File: config.mk
export PLATFORM = sky130hd
export DESIGN_NAME = exu_branch
export DESIGN_NICKNAME = d
export VERILOG_FILES = /design/src/logic/exu_pkg.sv /design/src/logic/exu_branch.sv
export SDC_FILE = /design/constraint.sdc
export NUM_CORES = 1
export LEC_CHECK = 0
export ABC_AREA = 0
export BUFFER_PORTS_ARGS = -buffer_cell sky130_fd_sc_hd__buf_4
export CAP_MARGIN = 20
export CORE_MARGIN = 2
export CORE_UTILIZATION = 30
export DETAILED_ROUTE_END_ITERATION = 8
export GPL_TIMING_DRIVEN = 1
export PLACE_DENSITY = 0.65
export SLEW_MARGIN = 40
export SYNTH_ARGS = -nofsm -noshare
export SYNTH_HDL_FRONTEND = slang
export SYNTH_SLANG_ARGS = --single-unit
File: constraint.sdc
create_clock -name vclk -period 3.8
set_input_delay 0.57 -clock vclk [all_inputs]
set_output_delay 0.57 -clock vclk [all_outputs]
set_load 0.005 [all_outputs]
File: src/logic/exu_pkg.sv
package exu_pkg;

    // datapath width
    localparam int xlen = 64;
    // queue entries and so the credit count held by the sender
    localparam int queue_depth = 4;
    // doublewords of data memory
    localparam int dmem_words = 64;

    typedef logic [xlen-1:0] xlen_t;
    typedef logic [4:0] reg_addr_t;
    typedef logic [$clog2(dmem_words)-1:0] dmem_index_t;
    typedef logic [7:0] byte_mask_t;
    typedef logic [$clog2(queue_depth)-1:0] queue_ptr_t;
    // one extra bit so a full queue is representable
    typedef logic [$clog2(queue_depth+1)-1:0] queue_count_t;

    // decoded instructions
    typedef enum logic [7:0] {
        op_add = 8'd0, op_sub, op_sll, op_slt, op_sltu,
        op_xor, op_srl, op_sra, op_or, op_and,
        op_addi, op_slti, op_sltiu, op_xori, op_ori,
        op_andi, op_slli, op_srli, op_srai,
        op_addw, op_subw,
        op_lui, op_auipc,
        op_jal, op_jalr,
        op_beq, op_bne, op_blt, op_bge, op_bltu, op_bgeu,
        op_lb, op_lh, op_lw, op_ld, op_lbu, op_lhu, op_lwu,
        op_sb, op_sh, op_sw, op_sd
    } op_t;

    typedef enum logic [3:0] {
        alu_add, alu_sub, alu_sll, alu_slt, alu_sltu,
        alu_xor, alu_srl, alu_sra, alu_or, alu_and
    } alu_mode_t;

    typedef enum logic [3:0] {
        br_none, br_eq, br_ne, br_lt, br_ge, br_ltu, br_geu, br_jal, br_jalr
    } branch_kind_t;

    // encoding is log2 of the access size in bytes
    typedef enum logic [1:0] {
        size_byte, size_half, size_word, size_double
    } mem_size_t;

    typedef enum logic {
        st_issue, st_load_wait
    } exu_state_t;

endpackage

File: src/logic/exu_branch.sv
module exu_branch (
    input  exu_pkg::branch_kind_t branch_kind,
    input  exu_pkg::xlen_t        cur_pc,
    input  exu_pkg::xlen_t        cur_imm,
    input  exu_pkg::xlen_t        rs1_data,
    input  exu_pkg::xlen_t        rs2_data,
    output exu_pkg::xlen_t        next_pc,
    output exu_pkg::xlen_t        link_addr
);

    exu_pkg::xlen_t pc_plus4, pc_target, jalr_sum;
    logic taken;

    assign pc_plus4  = cur_pc + exu_pkg::xlen_t'(4);
    assign pc_target = cur_pc + cur_imm;
    assign jalr_sum  = rs1_data + cur_imm;
    assign link_addr = pc_plus4;

    always_comb begin
        case (branch_kind)
            exu_pkg::br_eq:  taken = (rs1_data == rs2_data);
            exu_pkg::br_ne:  taken = (rs1_data != rs2_data);
            exu_pkg::br_lt:  taken = ($signed(rs1_data) < $signed(rs2_data));
            // signed greater or equal
            exu_pkg::br_ge:  taken = ($signed(rs1_data) >= $signed(rs2_data));
            exu_pkg::br_ltu: taken = (rs1_data < rs2_data);
            exu_pkg::br_geu: taken = (rs1_data >= rs2_data);
            exu_pkg::br_jal: taken = 1'b1;
            default:         taken = 1'b0;
        endcase
        // jalr target drops bit zero
        if (branch_kind == exu_pkg::br_jalr) begin
            next_pc = {jalr_sum[exu_pkg::xlen-1:1], 1'b0};
        end else begin
            next_pc = taken ? pc_target : pc_plus4;
        end
    end

endmodule

==> results of run 1 <==
[power by group]
part	total [mW]	switching [mW]	internal, mW
Sequential	0	0	0
Combinational	3.33	1.65	1.68
Clock	0	0	0
[synthesized netlist by cell type, drive strengths merged, types with 7 or more instances]
master  count  area (um^2)
nor2b      14         87.6
a31oi      15          100
inv       108          405
nand4      43          269
o211ai     18          135
mux2i      18          180
nor4       11         75.1
o21ai     129          646
nand3      67          335
a21o       71          533
nor3       35          175
nand2b     12         75.1
clkbuf     46          173
and2        8         50.1
xnor2     113          990
ha        190         2380
nor2      123          462
or3         9         56.3
buf        12         92.6
nand2     185          694
o21bai     24          184
o31ai       7         57.6
xor2       64          561
a211oi     14          105
and3       28          175
o21a       16          120
a22oi       8         60.1
a21oi     220         1100
[path summary, 6_finish.rpt]
| path | start | to | slack, ns | depth (start not counted) |
|---|---|---|---|---|
| worst max-delay path | rs2_data[12] | next_pc[13] | -0.63 | 17 |
| worst min-delay path | cur_pc[1] | link_addr[1] | 1.35 | 2 |
[cells by family (layout without fill, tap and decap cells)]
family,after synthesis,in the layout
AO/OA/AOI/OAI,591,591
AND/OR/NAND/NOR,562,563
adder cells (fa/ha/maj),192,192
XOR/XNOR,177,177
buffers and inverters,166,1020
multiplexers,20,20
[stage by stage]
stage / worst slack [ns] / utilization [%] / power, mW / hold slack (ns) / setup TNS (ns)
after floorplan: -0.0195 / - / 1.44 / 1.17 / -0.0204
after global placement: -1.06 / 49.7 / 2.98 / 1.35 / -54.70
after detailed placement: -1.05 / 49.7 / 3.00 / 1.34 / -55.75
after CTS: -0.569 / 51.8 / 3.16 / 1.35 / -30.58
after global routing: -0.712 / 53.5 / 3.56 / 1.35 / -37.79
final: -0.628 / 53.5 / 3.33 / 1.35 / -32.71
[final cells by class]
type,instances,area share [%]
Multi-Input combinational cell,1543,59.3
Tap cell,468,2.98
Inverter,108,2.12
Timing Repair Buffer,912,35.6
[layer usage]
layer | track usage (%) | up-vias | wire length [um]
li1 | - | 7978 | -
met1 | 37.3 | 7771 | 25100
met2 | 50.1 | 647 | 28100
met3 | 3.31 | 128 | 4300
met4 | 7.88 | 0 | 2130
met5 | 0 | - | 0
[timing repair]
item / CTS / global route
gates resized for setup: 132 / 103
gates cloned: 2 / 0
setup endpoints to repair: 66 / 75
hold buffers: 0 / 0
pin swaps: 43 / 72
setup buffers: 16 / 13
==> results_dict.tcl, run 1 <==
set metrics [dict create \
    status "finished with violations" \
    violations "negative setup slack" \
    final_area_um2 19600 \
    layout.nets 3017 \
    grt_start_max_net_pins 55 \
    initial_utilization_pct 30.5 \
    critical_path_arrival_ns 3.86 \
    worst_slew_pin_slew_ns 0.859 \
    mostFrequentLayoutCells "891 x buf_4, 181 x a21oi_1, 178 x nand2_1, 167 x ha_1, 116 x nor2_1" \
    leakagePower_nw 9.71 \
    yosys.area_share.adder_pct 21.6 \
    areaGrowthSynthToFinish_pct 75.4 \
    drive_above_1_share_pct 43.2 \
    synth_simple_gate_area_share_pct 23.9 \
    drt_iter0_markers 1182 \
    drc 0 \
    crit_fanout 21 \
    multi_input_area_um2 11600 \
    ys_types 78 \
    power_density_nw_per_um2 170 \
    gp_congestion 1.04 \
    crit_top_cell "buf_4" \
    irDropWorstVdd_mv 0.0759 \
    grt_pass1_vias 16272 \
    synth_nets 2160 \
    ant_nets 0 \
    viasPerCell 5.45 \
    critPathLaunchType "input port" \
    grt_overflow 0 \
    antenna_cells 0 \
    boundaryPins 388 \
    core_um2 36700 \
    hold_path.class "input port to output pin" \
    muxShareOfSynthArea_pct 1.81 \
    synthXorXnorAreaFrac_pct 13.9 \
    grt_pass1_wl_um 88600 \
    cp_slowest_cell "or4_4" \
    avgSynthCellArea_um2 6.55 \
    fin_ws_ns -0.628 \
    fmax_mhz 226 \
    seq_area_frac_synth_pct 0 \
    via_count 16524 \
    fill_cells 3519 \
    seqCellArea_um2 0 \
    final.clkbuf_count 0 \
    slew_headroom_pct 42.6 \
    antenna_found_initial 0 \
    seq_cells 0 \
    critPathBufInv 6 \
    final_cells 3031 \
    min_period_ns 4.43 \
    syn_inst 1708 \
    critPathTopFamily "simple AND/OR/NAND/NOR gates" \
    setup_viol 64 \
    endpoint_kind "output pin" \
    synth-compound-area-share_pct 32.9 \
    drv_cap 0 \
    wl_per_cell_um 19.7 \
    cp_cell_sequence "buf_4 -> inv_4 -> ha_4 -> nand4_1 -> buf_4 -> a211oi_1 -> or4_4 -> a2111oi_4 -> nor2_1 -> a311oi_2 -> a31oi_4 -> buf_12 -> buf_16 -> or2_0 -> a21oi_2 -> a21oi_1 -> buf_4" \
    slew_viol_final 0 \
    drt-pass1-iter-count 5 \
    synthesis.area_um2 11200 \
    track_usage_pct 28.7 \
    rows 70 \
    io_buffers 388 \
    post-route-period-util_pct 117 \
    required_ns 3.23 \
    fp.dieH_um 197 \
    synth_top_family_by_area "compound AO/OA/AOI/OAI gates" \
    yosys_warnings 0 \
    die_w_um 197 \
    hold_violations 0 \
    rsz0062_at_grt "true" \
    layout_commonest_cell "buf_4" \
    placed_area_um2 18200 \
    path_class "input port to output pin" \
    drt-total-wl_um 59600 \
    slowest_delay_ns 0.56 \
    dp.cells 3006 \
    die_area_um2 38800 \
    dp_hpwl_um 51300 \
]
No activity file was read; power rests on OpenSTA's default activity.
==> inputs of run 2 (changes only) <==
==> constraint.sdc (replaced) <==
create_clock -name vclk -period 3.8
set_input_delay 0.19 -clock vclk [all_inputs]
set_output_delay 0.19 -clock vclk [all_outputs]
set_load 0.005 [all_outputs]
==> run 2 against run 1 <==
  * Critical path depth did not move
  * Count of clock-buffer cells in the layout unchanged
  * Power shrank 14%
  * Cell area down 16%
  * Critical endpoint is now next_pc[44]
  * Sequential cell count did not move
  * Die area is the same
  * Largest power group unchanged
  * The run now ends clean
  * Sequential share of layout area stayed put
  * First-iteration DRC count fell by 5.0%
  * Highest routed layer unchanged
==> results_dict.tcl, run 2 (synthesis results as in run 1) <==
set metrics [dict create \
    status "complete, no violations" \
    slowest_delay_ns 0.56 \
    hold_violations 0 \
    grt_overflow 0 \
    hold_depth 3 \
    critPathLaunchType "input port" \
    mostFrequentLayoutCells "575 x buf_4, 208 x a21oi_1, 186 x ha_1, 182 x nand2_1, 122 x nor2_1" \
    fin_ws_ns 0.0663 \
    grt_busiest_layer "met2" \
    fill_cells 3734 \
    grt_start_max_net_pins 46 \
    multi_input_area_um2 10900 \
    track_usage_pct 27.0 \
    boundaryPins 388 \
    min-delay-start "cur_pc[0]" \
    power_density_nw_per_um2 172 \
    hold_path.class "input port to output pin" \
    setup_viol 0 \
    met1_usage_pct 34.9 \
    utilization_pct 45.2 \
    drt-pass1-iter-count 5 \
    die_area_um2 38800 \
    die_w_um 197 \
    seqCellArea_um2 0 \
    via_count 15289 \
    slew_viol_final 0 \
    post-route-period-util_pct 98.3 \
    core_um2 36700 \
    critPathBufInv 6 \
    critPathTopFamily "compound AO/OA/AOI/OAI gates" \
    leakagePower_nw 8.08 \
    grt_use_met3_pct 2.29 \
    hold_buffers 0 \
    ant_nets 0 \
    wl_per_cell_um 21.0 \
    seq_cells 0 \
    io_buffers 388 \
    dp.cells 2699 \
    final.clkbuf_count 0 \
    cp_cell_sequence "buf_4 -> inv_2 -> ha_4 -> a21o_1 -> a21o_1 -> a22o_1 -> or4b_4 -> a2111oi_4 -> nor2_1 -> a311oi_2 -> buf_4 -> a31oi_4 -> buf_12 -> buf_16 -> mux2i_1 -> mux2i_2 -> buf_4" \
    layout.nets 2698 \
    dp_slack_ns -0.339 \
    areaGrowthSynthToFinish_pct 48.2 \
    final_cells 2713 \
    endpoint_kind "output pin" \
    gp_congestion 0.980 \
    crit_fanout 5 \
    cp_slowest_cell "or4b_4" \
    drt_iter0_markers 1123 \
    use_met2_pct 48.1 \
    rows 70 \
    initial_utilization_pct 30.5 \
    hold_slack_ns 0.660 \
    worst_slew_pin_slew_ns 0.544 \
    dp_hpwl_um 49100 \
    drive_above_1_share_pct 29.9 \
    grt_pass1_wl_um 82900 \
    grt_pass1_vias 14818 \
    critical_path_arrival_ns 3.54 \
    layout_commonest_cell "buf_4" \
    slew_headroom_pct 63.5 \
    setup_tns_ns 0 \
    required_ns 3.61 \
    drt-total-wl_um 57100 \
    crit_top_cell "buf_4" \
    fp.dieH_um 197 \
    worstHoldEndpoint "link_addr[0]" \
    drc 0 \
    path_class "input port to output pin" \
    min_period_ns 3.73 \
    viasPerCell 5.64 \
    fmax_mhz 268 \
    drv_cap 0 \
    irDropWorstVdd_mv 0.0782 \
    antenna_found_initial 0 \
]
run 2: cell count changes in the layout (fill, tap and decap cells not counted), moves of 7 or more:
| cell | previous run | this run |
|---|---|---|
| buf_4 | 891 | 575 |
| a21oi_1 | 181 | 208 |
| a21oi_2 | 36 | 10 |
| ha_1 | 167 | 186 |
| ha_4 | 23 | 4 |
| o21ai_2 | 14 | 1 |
| buf_6 | 15 | 6 |
| clkbuf_16 | 0 | 7 |
| o21ai_1 | 37 | 44 |
| xnor2_1 | 106 | 113 |
| xnor2_2 | 7 | 0 |
run 2: routing by layer:
layer  share of wire (%)  routed length [um]
met3                 6.3                3620
met5                   0                   0
met1                  42               24200
met4                 3.6                2080
met2                  48               27100
run 2: worst max path at each step:
stage               slack (ns)    startpoint  cells past startpoint           to
global placement         -0.28  rs1_data[31]                     14  next_pc[33]
global route             -0.02    cur_imm[0]                     18  next_pc[60]
CTS                       0.01   rs1_data[2]                     17  next_pc[61]
floorplan                 0.59     cur_pc[0]                     14  next_pc[56]
detailed placement       -0.34  rs1_data[31]                     14  next_pc[33]
finish                    0.07  rs2_data[54]                     17  next_pc[44]
run 2: cell type report:
class              instances  area share, %
multi-input cells       1542           65.6
repair buffers           594           28.4
well taps                468           3.53
inverters                108           2.45
diodes                     1         0.0151
run 2: metrics by stage:
stage	total power, mW	cell area (um^2)
after detailed placement	2.65	15900
after global routing	3.07	16600
final	2.85	16600
after floorplan	1.44	11200
after global placement	2.64	15900
after CTS	2.69	16000
run 2: timing repair:
action | CTS | global route
endpoints found under the setup margin | 60 | 54
resized for setup | 22 | 55
pin swaps | 10 | 33
gates cloned | 0 | 8
buffers inserted | 2 | 3
run 2: power by group:
part	switching, mW	leakage (nW)	internal (mW)
clock network	0	0.00000634	0.0000000290
registers	0	0	0
logic	1.51	8.08	1.34
total	1.51	8.08	1.34
