[config.mk]
export PLATFORM = sky130hd
export DESIGN_NAME = exu_control
export DESIGN_NICKNAME = d
export VERILOG_FILES = /design/src/logic/exu_pkg.sv /design/src/logic/exu_control.sv
export SDC_FILE = /design/constraint.sdc
export NUM_CORES = 1
export LEC_CHECK = 0
export BUFFER_PORTS_ARGS = -buffer_cell sky130_fd_sc_hd__clkbuf_2
export CORE_AREA = 2 2 421 423
export DETAILED_ROUTE_END_ITERATION = 16
export DIE_AREA = 0 0 423 425
export PLACE_DENSITY_LB_ADDON = 0.15
export SLEW_MARGIN = 20
export SYNTH_ARGS = -nofsm -noshare
export SYNTH_HDL_FRONTEND = slang
export SYNTH_SLANG_ARGS = --single-unit
[constraint.sdc]
create_clock -name clk -period 10.91 [get_ports clk]
set_clock_uncertainty 0.05 [all_clocks]
set_input_delay 3.273 -clock clk [delete_from_list [all_inputs] [get_ports clk]]
set_output_delay 3.273 -clock clk [all_outputs]
set_load 0.05 [all_outputs]
[src/logic/exu_pkg.sv]
package exu_pkg;

    // datapath width
    localparam int xlen = 64;
    // queue entries and so the credit count held by the sender
    localparam int queue_depth = 4;
    // doublewords of data memory
    localparam int dmem_words = 64;

    typedef logic [xlen-1:0] xlen_t;
    typedef logic [4:0] reg_addr_t;
    typedef logic [$clog2(dmem_words)-1:0] dmem_index_t;
    typedef logic [7:0] byte_mask_t;
    typedef logic [$clog2(queue_depth)-1:0] queue_ptr_t;
    // one extra bit so a full queue is representable
    typedef logic [$clog2(queue_depth+1)-1:0] queue_count_t;

    // decoded instructions
    typedef enum logic [7:0] {
        op_add = 8'd0, op_sub, op_sll, op_slt, op_sltu,
        op_xor, op_srl, op_sra, op_or, op_and,
        op_addi, op_slti, op_sltiu, op_xori, op_ori,
        op_andi, op_slli, op_srli, op_srai,
        op_addw, op_subw,
        op_lui, op_auipc,
        op_jal, op_jalr,
        op_beq, op_bne, op_blt, op_bge, op_bltu, op_bgeu,
        op_lb, op_lh, op_lw, op_ld, op_lbu, op_lhu, op_lwu,
        op_sb, op_sh, op_sw, op_sd
    } op_t;

    typedef enum logic [3:0] {
        alu_add, alu_sub, alu_sll, alu_slt, alu_sltu,
        alu_xor, alu_srl, alu_sra, alu_or, alu_and
    } alu_mode_t;

    typedef enum logic [3:0] {
        br_none, br_eq, br_ne, br_lt, br_ge, br_ltu, br_geu, br_jal, br_jalr
    } branch_kind_t;

    // encoding is log2 of the access size in bytes
    typedef enum logic [1:0] {
        size_byte, size_half, size_word, size_double
    } mem_size_t;

    typedef enum logic {
        st_issue, st_load_wait
    } exu_state_t;

endpackage

[src/logic/exu_control.sv]
module exu_control (
    input  logic                          clk,
    input  logic                          reset,
    input  logic                          instr_valid,
    input  exu_pkg::op_t                  instr_op,
    input  exu_pkg::reg_addr_t            instr_rd,
    input  exu_pkg::reg_addr_t            instr_rs1,
    input  exu_pkg::reg_addr_t            instr_rs2,
    input  exu_pkg::xlen_t                instr_imm,
    input  exu_pkg::xlen_t                instr_pc,
    input  exu_pkg::xlen_t                rs1_data,
    input  exu_pkg::xlen_t                rs2_data,
    input  exu_pkg::xlen_t                alu_result,
    input  exu_pkg::xlen_t                next_pc,
    input  exu_pkg::xlen_t                link_addr,
    input  exu_pkg::xlen_t                load_data,
    output logic                          credit_return,
    output exu_pkg::reg_addr_t            rs1_addr,
    output exu_pkg::reg_addr_t            rs2_addr,
    output exu_pkg::xlen_t                operand_a,
    output exu_pkg::xlen_t                operand_b,
    output exu_pkg::alu_mode_t            alu_mode,
    output logic                          word_op,
    output exu_pkg::branch_kind_t         branch_kind,
    output exu_pkg::xlen_t                cur_pc,
    output exu_pkg::xlen_t                cur_imm,
    output logic                          mem_read,
    output logic                          mem_write,
    output exu_pkg::mem_size_t            mem_size,
    output logic                          load_unsigned,
    output logic                          rf_wen,
    output exu_pkg::reg_addr_t            rf_rd,
    output exu_pkg::xlen_t                rf_wdata,
    output logic                          retire_valid,
    output exu_pkg::xlen_t                retire_pc,
    output exu_pkg::xlen_t                retire_next_pc,
    output logic                          retire_wen,
    output exu_pkg::reg_addr_t            retire_rd,
    output exu_pkg::xlen_t                retire_wdata
);

    // instruction queue storage
    exu_pkg::op_t       q_op  [exu_pkg::queue_depth];
    exu_pkg::reg_addr_t q_rd  [exu_pkg::queue_depth];
    exu_pkg::reg_addr_t q_rs1 [exu_pkg::queue_depth];
    exu_pkg::reg_addr_t q_rs2 [exu_pkg::queue_depth];
    exu_pkg::xlen_t     q_imm [exu_pkg::queue_depth];
    exu_pkg::xlen_t     q_pc  [exu_pkg::queue_depth];

    exu_pkg::queue_ptr_t wr_ptr, rd_ptr;
    exu_pkg::queue_count_t count;
    exu_pkg::exu_state_t state;
    exu_pkg::op_t head_op;
    logic pop, retiring, pc_src, imm_src, dec_wen, wb_link, wb_imm, dec_load, dec_store;
    exu_pkg::xlen_t wb_data, held_pc, held_next_pc;
    exu_pkg::reg_addr_t held_rd;

    // head entry is read straight out of the queue
    assign head_op  = q_op[rd_ptr];
    assign rs1_addr = q_rs1[rd_ptr];
    assign rs2_addr = q_rs2[rd_ptr];
    assign cur_pc   = q_pc[rd_ptr];
    assign cur_imm  = q_imm[rd_ptr];

    assign pop = (state == exu_pkg::st_issue) && (count != '0);
    // credit goes back as soon as the entry leaves
    assign credit_return = pop;

    always_comb begin
        case (head_op)
            exu_pkg::op_sub, exu_pkg::op_subw:   alu_mode = exu_pkg::alu_sub;
            exu_pkg::op_sll, exu_pkg::op_slli:   alu_mode = exu_pkg::alu_sll;
            exu_pkg::op_slt, exu_pkg::op_slti:   alu_mode = exu_pkg::alu_slt;
            exu_pkg::op_sltu, exu_pkg::op_sltiu: alu_mode = exu_pkg::alu_sltu;
            exu_pkg::op_xor, exu_pkg::op_xori:   alu_mode = exu_pkg::alu_xor;
            exu_pkg::op_srl, exu_pkg::op_srli:   alu_mode = exu_pkg::alu_srl;
            exu_pkg::op_sra, exu_pkg::op_srai:   alu_mode = exu_pkg::alu_sra;
            exu_pkg::op_or, exu_pkg::op_ori:     alu_mode = exu_pkg::alu_or;
            exu_pkg::op_and, exu_pkg::op_andi:   alu_mode = exu_pkg::alu_and;
            // addi, auipc and the memory address all add
            default:                             alu_mode = exu_pkg::alu_add;
        endcase
        case (head_op)
            exu_pkg::op_beq:  branch_kind = exu_pkg::br_eq;
            exu_pkg::op_bne:  branch_kind = exu_pkg::br_ne;
            exu_pkg::op_blt:  branch_kind = exu_pkg::br_lt;
            exu_pkg::op_bge:  branch_kind = exu_pkg::br_ge;
            exu_pkg::op_bltu: branch_kind = exu_pkg::br_ltu;
            exu_pkg::op_bgeu: branch_kind = exu_pkg::br_geu;
            exu_pkg::op_jal:  branch_kind = exu_pkg::br_jal;
            exu_pkg::op_jalr: branch_kind = exu_pkg::br_jalr;
            default:          branch_kind = exu_pkg::br_none;
        endcase
        case (head_op)
            exu_pkg::op_lb, exu_pkg::op_lbu, exu_pkg::op_sb: mem_size = exu_pkg::size_byte;
            exu_pkg::op_lh, exu_pkg::op_lhu, exu_pkg::op_sh: mem_size = exu_pkg::size_half;
            exu_pkg::op_lw, exu_pkg::op_lwu, exu_pkg::op_sw: mem_size = exu_pkg::size_word;
            default:                                         mem_size = exu_pkg::size_double;
        endcase
        dec_load = head_op inside {exu_pkg::op_lb, exu_pkg::op_lh, exu_pkg::op_lw,
            exu_pkg::op_ld, exu_pkg::op_lbu, exu_pkg::op_lhu, exu_pkg::op_lwu};
        dec_store = head_op inside {exu_pkg::op_sb, exu_pkg::op_sh, exu_pkg::op_sw,
            exu_pkg::op_sd};
        load_unsigned = head_op inside {exu_pkg::op_lbu, exu_pkg::op_lhu, exu_pkg::op_lwu};
        word_op = head_op inside {exu_pkg::op_addw, exu_pkg::op_subw};
        // reg-reg forms take rs2, everything else the immediate
        imm_src = !(head_op inside {exu_pkg::op_add, exu_pkg::op_sub, exu_pkg::op_sll,
            exu_pkg::op_slt, exu_pkg::op_sltu, exu_pkg::op_xor, exu_pkg::op_srl,
            exu_pkg::op_sra, exu_pkg::op_or, exu_pkg::op_and, exu_pkg::op_addw,
            exu_pkg::op_subw});
        pc_src  = (head_op == exu_pkg::op_auipc);
        wb_imm  = (head_op == exu_pkg::op_lui);
        wb_link = (branch_kind == exu_pkg::br_jal) || (branch_kind == exu_pkg::br_jalr);
        // stores and conditional branches leave the register file alone
        dec_wen = !dec_store && !(branch_kind inside {exu_pkg::br_eq, exu_pkg::br_ne,
            exu_pkg::br_lt, exu_pkg::br_ge, exu_pkg::br_ltu, exu_pkg::br_geu});
    end

    assign operand_a = pc_src ? cur_pc : rs1_data;
    assign operand_b = imm_src ? cur_imm : rs2_data;
    assign wb_data   = wb_link ? link_addr : (wb_imm ? cur_imm : alu_result);

    assign mem_read  = pop && dec_load;
    assign mem_write = pop && dec_store;

    // load writeback happens in load_wait from the held record
    assign retiring = (pop && !dec_load) || (state == exu_pkg::st_load_wait);
    assign rf_wen   = (pop && dec_wen && !dec_load) || (state == exu_pkg::st_load_wait);
    assign rf_rd    = (state == exu_pkg::st_load_wait) ? held_rd : q_rd[rd_ptr];
    assign rf_wdata = (state == exu_pkg::st_load_wait) ? load_data : wb_data;

    always_ff @(posedge clk) begin
        if (reset) begin
            wr_ptr <= '0;
            rd_ptr <= '0;
            count <= '0;
            state <= exu_pkg::st_issue;
            retire_valid <= 1'b0;
        end else begin
            if (instr_valid) begin
                wr_ptr <= wr_ptr + 1'b1;
            end
            if (pop) begin
                rd_ptr <= rd_ptr + 1'b1;
            end
            count <= count + exu_pkg::queue_count_t'(instr_valid)
                - exu_pkg::queue_count_t'(pop);
            if (mem_read) begin
                state <= exu_pkg::st_load_wait;
            end else begin
                state <= exu_pkg::st_issue;
            end
            retire_valid <= retiring;
        end
    end

    always_ff @(posedge clk) begin
        if (instr_valid) begin
            q_op[wr_ptr]  <= instr_op;
            q_rd[wr_ptr]  <= instr_rd;
            q_rs1[wr_ptr] <= instr_rs1;
            q_rs2[wr_ptr] <= instr_rs2;
            q_imm[wr_ptr] <= instr_imm;
            q_pc[wr_ptr]  <= instr_pc;
        end
        // park the load while its data comes back
        if (mem_read) begin
            held_rd <= q_rd[rd_ptr];
            held_pc <= cur_pc;
            held_next_pc <= next_pc;
        end
        if (retiring) begin
            retire_pc <= (state == exu_pkg::st_load_wait) ? held_pc : cur_pc;
            retire_next_pc <= (state == exu_pkg::st_load_wait) ? held_next_pc : next_pc;
            retire_wen <= rf_wen;
            retire_rd <= rf_rd;
            retire_wdata <= rf_wdata;
        end
    end

    // sender must hold a credit, so a full queue never sees a push
    assert property (@(posedge clk) disable iff (reset)
        instr_valid |-> count != exu_pkg::queue_count_t'(exu_pkg::queue_depth));

    // a load stalls issue for exactly one cycle and then retires
    assert property (@(posedge clk) disable iff (reset)
        mem_read |=> (state == exu_pkg::st_load_wait) ##1
            (state == exu_pkg::st_issue && retire_valid));

endmodule

==> impl_metrics.tcl, run 1 <==
set metrics [dict create \
    run_status "complete, no violations" \
    post_synth_num_cell_types 53 \
    critPathLaunchType "register" \
    synth_area_leaders "sky130_fd_sc_hd__edfxtp_1, sky130_fd_sc_hd__mux4_2, sky130_fd_sc_hd__mux2_2" \
    numPortBuffers 1087 \
    synth.ff_latch_count 946 \
    drtPass1Iterations 9 \
    p_per_area_nw_per_um2 295 \
    dominant_register_cell_in_the_synthesized_netlist "sky130_fd_sc_hd__edfxtp_1" \
    setup.worst_path.end_class "output port" \
    cts-hold-fix-buffers 0 \
    synthesis.nets 2548 \
    initial_util_pct 21.6 \
    max_slew_margin_vs_limit_pct 22.4 \
    antenna_found_initial 39 \
    drt.antenna.violating_nets 0 \
    clk_pin_slew_worst_paths_ns 0.06 \
    grt_setup_unrepaired "no" \
    synth-edff-count 935 \
    detail_route.wl_per_cell_um 26.4 \
    post-synth-top-count-cell "sky130_fd_sc_hd__edfxtp_1" \
    place.gp.congestion 0.899 \
    cell_internal_pwr_uw 8100 \
    postLayoutCellArea_um2 49600 \
    cts-buffers-inserted 111 \
    worstMarginPinSlew_ns 1.16 \
    maximum_root_to_sink_buffer_count 3 \
    clock_power_share_pct 24.5 \
    drt-vias-per-instance 4.18 \
    data_required_time_of_the_critical_path_ns 7.59 \
    grt_start_max_net_pins 100 \
    swShare_pct 44.6 \
    synth.cell_area_um2 37900 \
    final_cells 5569 \
    maxCapViolations 0 \
    synthCells 1997 \
    cts_setup_buffers 0 \
    placed_area_um2 46100 \
    final_routed_drc_violation_total 0 \
    cts.htree.levels 3 \
    number_of_global_route_vias_before_repair 23300 \
    irDropWorstVdd_v 0.000179 \
    fin_ws_ns 2.19 \
    synth_common_cells "sky130_fd_sc_hd__edfxtp_1, sky130_fd_sc_hd__nand2_1, sky130_fd_sc_hd__mux4_2" \
    layout.core_utilization_pct 28.3 \
    share_of_synthesized_registers_carrying_an_async_set_or_reset_pct 0 \
    placementRows 154 \
    total_switching_power_uw 6520 \
    post_synthesis_average_cell_area_um2 19.0 \
    criticalPathCategory "reg -> out" \
    share_of_the_yosys_chip_area_belonging_to_registers_pct 74.6 \
    totalNegativeSetupSlack_ns 0 \
    wl_um 147000 \
    synth_largest_type_area_fraction_pct 74.0 \
    core-area_um2 175000 \
    detailed_place_hpwl_um 107000 \
    timing.final.max_slew_violations 0 \
    nNetsFinal 3682 \
    ys_warn_count 0 \
    starting_drc_count_in_detailed_routing 1715 \
    place_inst 5358 \
    die_width_um 423 \
    floorplan.io_pins 1088 \
    chipHeight_um 425 \
    clkSinkCount 946 \
    grt_first_pass_wirelength_um 197000 \
    post-route-period-util_pct 79.9 \
    clkLatencyLatePin_ns 0.73 \
    power.share.sequential_pct 33.6 \
    filler_instances 17900 \
    comb_power_share_pct 41.8 \
    critical_path.max_fanout 33 \
    final_hold_viol_count 0 \
    max_freq_ghz 0.115 \
    worst_ep_arrival_time_ns 5.39 \
    tritoncts_clock_tree "yes" \
    yosysTopAreaCell "sky130_fd_sc_hd__edfxtp_1" \
    cts_repair_resize_count 0 \
    die_area_um2 180000 \
    final_period_demand_of_the_worst_path_ns 8.72 \
    drive_above_1_share_pct 49.5 \
    final-setup-viol-count 0 \
    worstHoldPathType "reg -> reg" \
    leakage_uw 0.0184 \
    place_ws_ns 2.60 \
    clock_tree_root_driver_cell "sky130_fd_sc_hd__clkbuf_16" \
    global_route.usage.total_pct 15.7 \
    area.growth.synth_to_final_pct 30.9 \
    dr_total_vias 23300 \
    grt.overflow.total 0 \
]
==> metrics by stage <==
step	hold WS [ns]	power, uW
finish	0.453	14600
global route	0.479	15200
CTS	0.457	14900
detailed placement	0.446	11200
global placement	0.441	11200
floorplan	0.435	9340
==> layout make-up <==
class,count,area [um^2],area share (%)
Sequential cell,946,28300,57.0
Tap cell,2340,2930,5.90
Inverter,84,318,0.640
Timing Repair Buffer,1125,5800,11.7
Multi-Input combinational cell,863,8790,17.7
Antenna cell,11,27.5,0.0555
Clock inverter,65,532,1.07
Clock buffer,135,2930,5.91
==> sequential cells by signal, summed over array words and instances (netlist names), 32 cells and up, named ones only <==
signal          cells
q_pc              256
q_imm             256
held_pc            64
q_op               32
retire_pc          64
retire_wdata       64
retire_next_pc     64
held_next_pc       64
==> layer usage <==
metal	part of all wire [%]	up-vias	GRT usage [%]
met4	2.2	12	3.98
met5	0.058	-	0
met2	49	836	26.2
met1	41	12000	19.4
li1	-	10200	-
met3	7.9	195	5.33
==> worst paths after layout <==
kind | slack [ns] | start | cells past startpoint | to
worst min register to register | 0.45 | held_pc[50] | 2 | retire_pc[50]
worst min-delay path | 0.45 | held_pc[50] | 2 | retire_pc[50]
worst max register to register | 6.06 | register | 7 | held_pc[23]
worst max-delay path | 2.19 | register | 10 | rf_wdata[25]
==> power groups by stage <==
| stage | clock network (uW) | logic (uW) | registers (uW) |
|---|---|---|---|
| floorplan | 0 | 3140 | 6190 |
| global placement | 0 | 6220 | 5000 |
| CTS | 3720 | 6210 | 4930 |
| detailed placement | 0 | 6200 | 5000 |
| finish | 3590 | 6120 | 4920 |
| global route | 3840 | 6350 | 4970 |
==> critical path, stage by stage, from the launching register on <==
cell and delay [ns]:
sky130_fd_sc_hd__dfxtp_4 0.71, sky130_fd_sc_hd__mux4_2 0.66, sky130_fd_sc_hd__inv_1 0.17, sky130_fd_sc_hd__ha_1 0.34, sky130_fd_sc_hd__and3b_1 0.23, sky130_fd_sc_hd__mux2_2 0.18
sky130_fd_sc_hd__a32oi_4 0.07, sky130_fd_sc_hd__o21a_4 0.40, sky130_fd_sc_hd__buf_4 0.38, sky130_fd_sc_hd__a222oi_1 0.94, sky130_fd_sc_hd__clkbuf_2 0.43
==> placed cells by master (no fill, tap or decap), types with 4 or more instances in the layout <==
| cell type | Yosys | layout |
|---|---|---|
| sky130_fd_sc_hd__buf_12 | 4 | 6 |
| sky130_fd_sc_hd__a222oi_1 | 35 | 35 |
| sky130_fd_sc_hd__dfxtp_1 | 11 | 8 |
| sky130_fd_sc_hd__mux2_1 | 49 | 49 |
| sky130_fd_sc_hd__nor2_1 | 59 | 57 |
| sky130_fd_sc_hd__a211oi_1 | 30 | 28 |
| sky130_fd_sc_hd__clkbuf_16 | 0 | 114 |
| sky130_fd_sc_hd__clkinv_1 | 1 | 35 |
| sky130_fd_sc_hd__mux4_2 | 152 | 152 |
| sky130_fd_sc_hd__ha_1 | 12 | 12 |
| sky130_fd_sc_hd__nor3_1 | 36 | 36 |
| sky130_fd_sc_hd__clkinv_2 | 0 | 16 |
| sky130_fd_sc_hd__a21oi_1 | 7 | 7 |
| sky130_fd_sc_hd__bufinv_16 | 0 | 7 |
| sky130_fd_sc_hd__edfxtp_1 | 935 | 935 |
| sky130_fd_sc_hd__and2_4 | 0 | 4 |
| sky130_fd_sc_hd__mux2_2 | 144 | 144 |
| sky130_fd_sc_hd__or2_2 | 6 | 5 |
| sky130_fd_sc_hd__nand2_1 | 216 | 216 |
| sky130_fd_sc_hd__buf_4 | 2 | 32 |
| sky130_fd_sc_hd__clkbuf_1 | 46 | 21 |
| sky130_fd_sc_hd__mux2i_1 | 67 | 67 |
| sky130_fd_sc_hd__clkbuf_2 | 0 | 1087 |
| sky130_fd_sc_hd__diode_2 | 0 | 11 |
| sky130_fd_sc_hd__o21ai_0 | 4 | 4 |
| sky130_fd_sc_hd__nor2b_1 | 8 | 8 |
| sky130_fd_sc_hd__inv_1 | 82 | 82 |
==> kinds of logic (layout without fill, tap and decap cells) <==
family	after synthesis	count (layout)	synth area share, %
other cells	0	11	0
mux	412	412	16.5
buf+inv	188	1409	2.36
flops	946	946	74.6
fa+ha+maj	13	13	0.449
simple gates	340	340	3.81
xor+xnor	5	5	0.116
compound gates	93	93	2.11
(Power assumes the default switching activity.)
==> run 2: changes to the inputs <==
- CORE_AREA: 2 2 421 423 -> 2 2 424 426
- DIE_AREA: 0 0 423 425 -> 0 0 426 428
- clock period: 10.91 -> 8.5 ns (I/O delays scaled with it)
==> run 2 against run 1 <==
Global-route usage up 0.20 points. Critical path type unchanged. Sequential cell count unchanged. Largest cell class unchanged. Total power up 30%. Routed wire length up 1.7%. Register-to-register slack worse by 1.9 ns. Highest routed layer unchanged. Non-clock buffer count up 7.
==> impl_metrics.tcl, run 2 (synthesis results as in run 1) <==
set metrics [dict create \
    run_status "complete, no violations" \
    critPathLaunchType "register" \
    slowest_delay_ns 0.71 \
    r2r_setup_slack_ns 4.20 \
    grt.overflow.total 0 \
    grt_setup_unrepaired "no" \
    clkLatencyLatePin_ns 0.73 \
    final-setup-viol-count 0 \
    antenna_found_initial 34 \
    number_of_global_route_vias_before_repair 23800 \
    cp_max_delay_cell "sky130_fd_sc_hd__a222oi_1" \
    final_period_demand_of_the_worst_path_ns 7.68 \
    place.gp.congestion 0.924 \
    data_required_time_of_the_critical_path_ns 5.90 \
    max_slew_margin_vs_limit_pct 31.5 \
    criticalPathCategory "reg -> out" \
    grt_start_max_net_pins 112 \
    layout.cells.most_common_list "sky130_fd_sc_hd__clkbuf_2, sky130_fd_sc_hd__edfxtp_1, sky130_fd_sc_hd__nand2_1, sky130_fd_sc_hd__mux4_2, sky130_fd_sc_hd__mux2_2" \
    drtPass1Iterations 9 \
    maxCapViolations 0 \
    detailed_place_hpwl_um 108000 \
    cts-buffers-inserted 114 \
    cp_num_buf_inv 4 \
    clkSinkCount 946 \
    drt.antenna.violating_nets 0 \
    drt-vias-per-instance 4.21 \
    layout_commonest_cell "sky130_fd_sc_hd__clkbuf_2" \
    detail_route.wl_per_cell_um 26.7 \
    irDropWorstVdd_v 0.000264 \
    cts.htree.levels 3 \
    worst_ep_arrival_time_ns 5.08 \
    placementRows 155 \
    p_per_area_nw_per_um2 380 \
    setup.worst_path.end_class "output port" \
    drive_above_1_share_pct 49.7 \
    timing.final.max_slew_violations 0 \
    tritoncts_clock_tree "yes" \
    nNetsFinal 3692 \
    final_routed_drc_violation_total 0 \
    area.growth.synth_to_final_pct 31.6 \
    initial_util_pct 21.3 \
    timing.critical_path.cells "mux4_2 -> inv_1 -> ha_1 -> nor4b_4 -> buf_12 -> buf_4 -> mux2i_1 -> a222oi_1 -> clkbuf_2" \
    final_hold_viol_count 0 \
    die_area_um2 182000 \
    core-area_um2 178000 \
    cts_repair_resize_count 0 \
    cts_setup_buffers 0 \
    max_freq_ghz 0.130 \
    place_ws_ns 1.43 \
    worstHoldPathType "reg -> reg" \
    starting_drc_count_in_detailed_routing 1657 \
    critical_path.max_fanout 47 \
    clock_tree_root_driver_cell "sky130_fd_sc_hd__clkbuf_16" \
    die_width_um 426 \
    clk_pin_slew_worst_paths_ns 0.06 \
    worstMarginPinSlew_ns 1.03 \
    maximum_root_to_sink_buffer_count 3 \
    dr_total_vias 23600 \
    wl_um 150000 \
    leakage_uw 0.0185 \
    cp_top_family "buffers and inverters" \
    fin_ws_ns 0.822 \
    chipHeight_um 428 \
    cts-hold-fix-buffers 0 \
    totalNegativeSetupSlack_ns 0 \
    numPortBuffers 1087 \
    top_regs "q_imm x256, q_pc x256" \
    global_route.usage.total_pct 15.9 \
    post-route-period-util_pct 90.3 \
    floorplan.io_pins 1088 \
    grt_first_pass_wirelength_um 203000 \
]
[run 2: area by class of cell]
class                      count  area (um^2)
fill                       18200       128000
sequential                   946        28300
multi-input combinational    863         8770
timing repair buffer        1132         5930
clock buffer                 148         3000
tap                         2355         2950
clock inverter                64          597
inverter                      84          318
antenna                        9         22.5
[run 2: worst paths after layout]
| check | cells past startpoint | to | from |
|---|---|---|---|
| hold / removal | 2 | retire_pc[52] | held_pc[52] |
| hold reg to reg | 2 | retire_pc[52] | held_pc[52] |
| setup / recovery | 9 | rf_wdata[31] | register |
| setup reg to reg | 8 | retire_wdata[31] | register |
[run 2: power breakdown]
part | internal (uW) | switching, uW
Combinational | 1700 | 6200
Clock | 2740 | 2020
Sequential | 6060 | 234
Total | 10500 | 8460
[run 2: worst min-delay path: stages, from the launching register on]
cell                       delay [ns]
sky130_fd_sc_hd__edfxtp_1        0.31
sky130_fd_sc_hd__nand2_1         0.05
sky130_fd_sc_hd__nand2_1         0.05
[run 2: per-layer routing]
metal | track usage, % | vias to the layer above | wire [um]
met5 | 0 | - | 68
li1 | - | 10200 | -
met1 | 20.3 | 12200 | 62100
met3 | 4.53 | 185 | 10900
met2 | 26.5 | 874 | 73500
met4 | 3.63 | 10 | 3240
[run 2: per-stage QoR]
step | hold slack (ns) | util, % | std cells | area [um^2] | power (uW)
2_1_floorplan | 0.435 | - | 1997 | 37900 | 12000
3_3_place_gp | 0.442 | 26.0 | 5377 | 46200 | 14500
3_5_place_dp | 0.446 | 26.0 | 5380 | 46300 | 14400
4_1_cts | 0.441 | 28.1 | 5592 | 49900 | 19300
5_1_grt | 0.473 | 28.1 | 5594 | 49900 | 19700
6_report | 0.448 | 28.1 | 5601 | 49900 | 19000
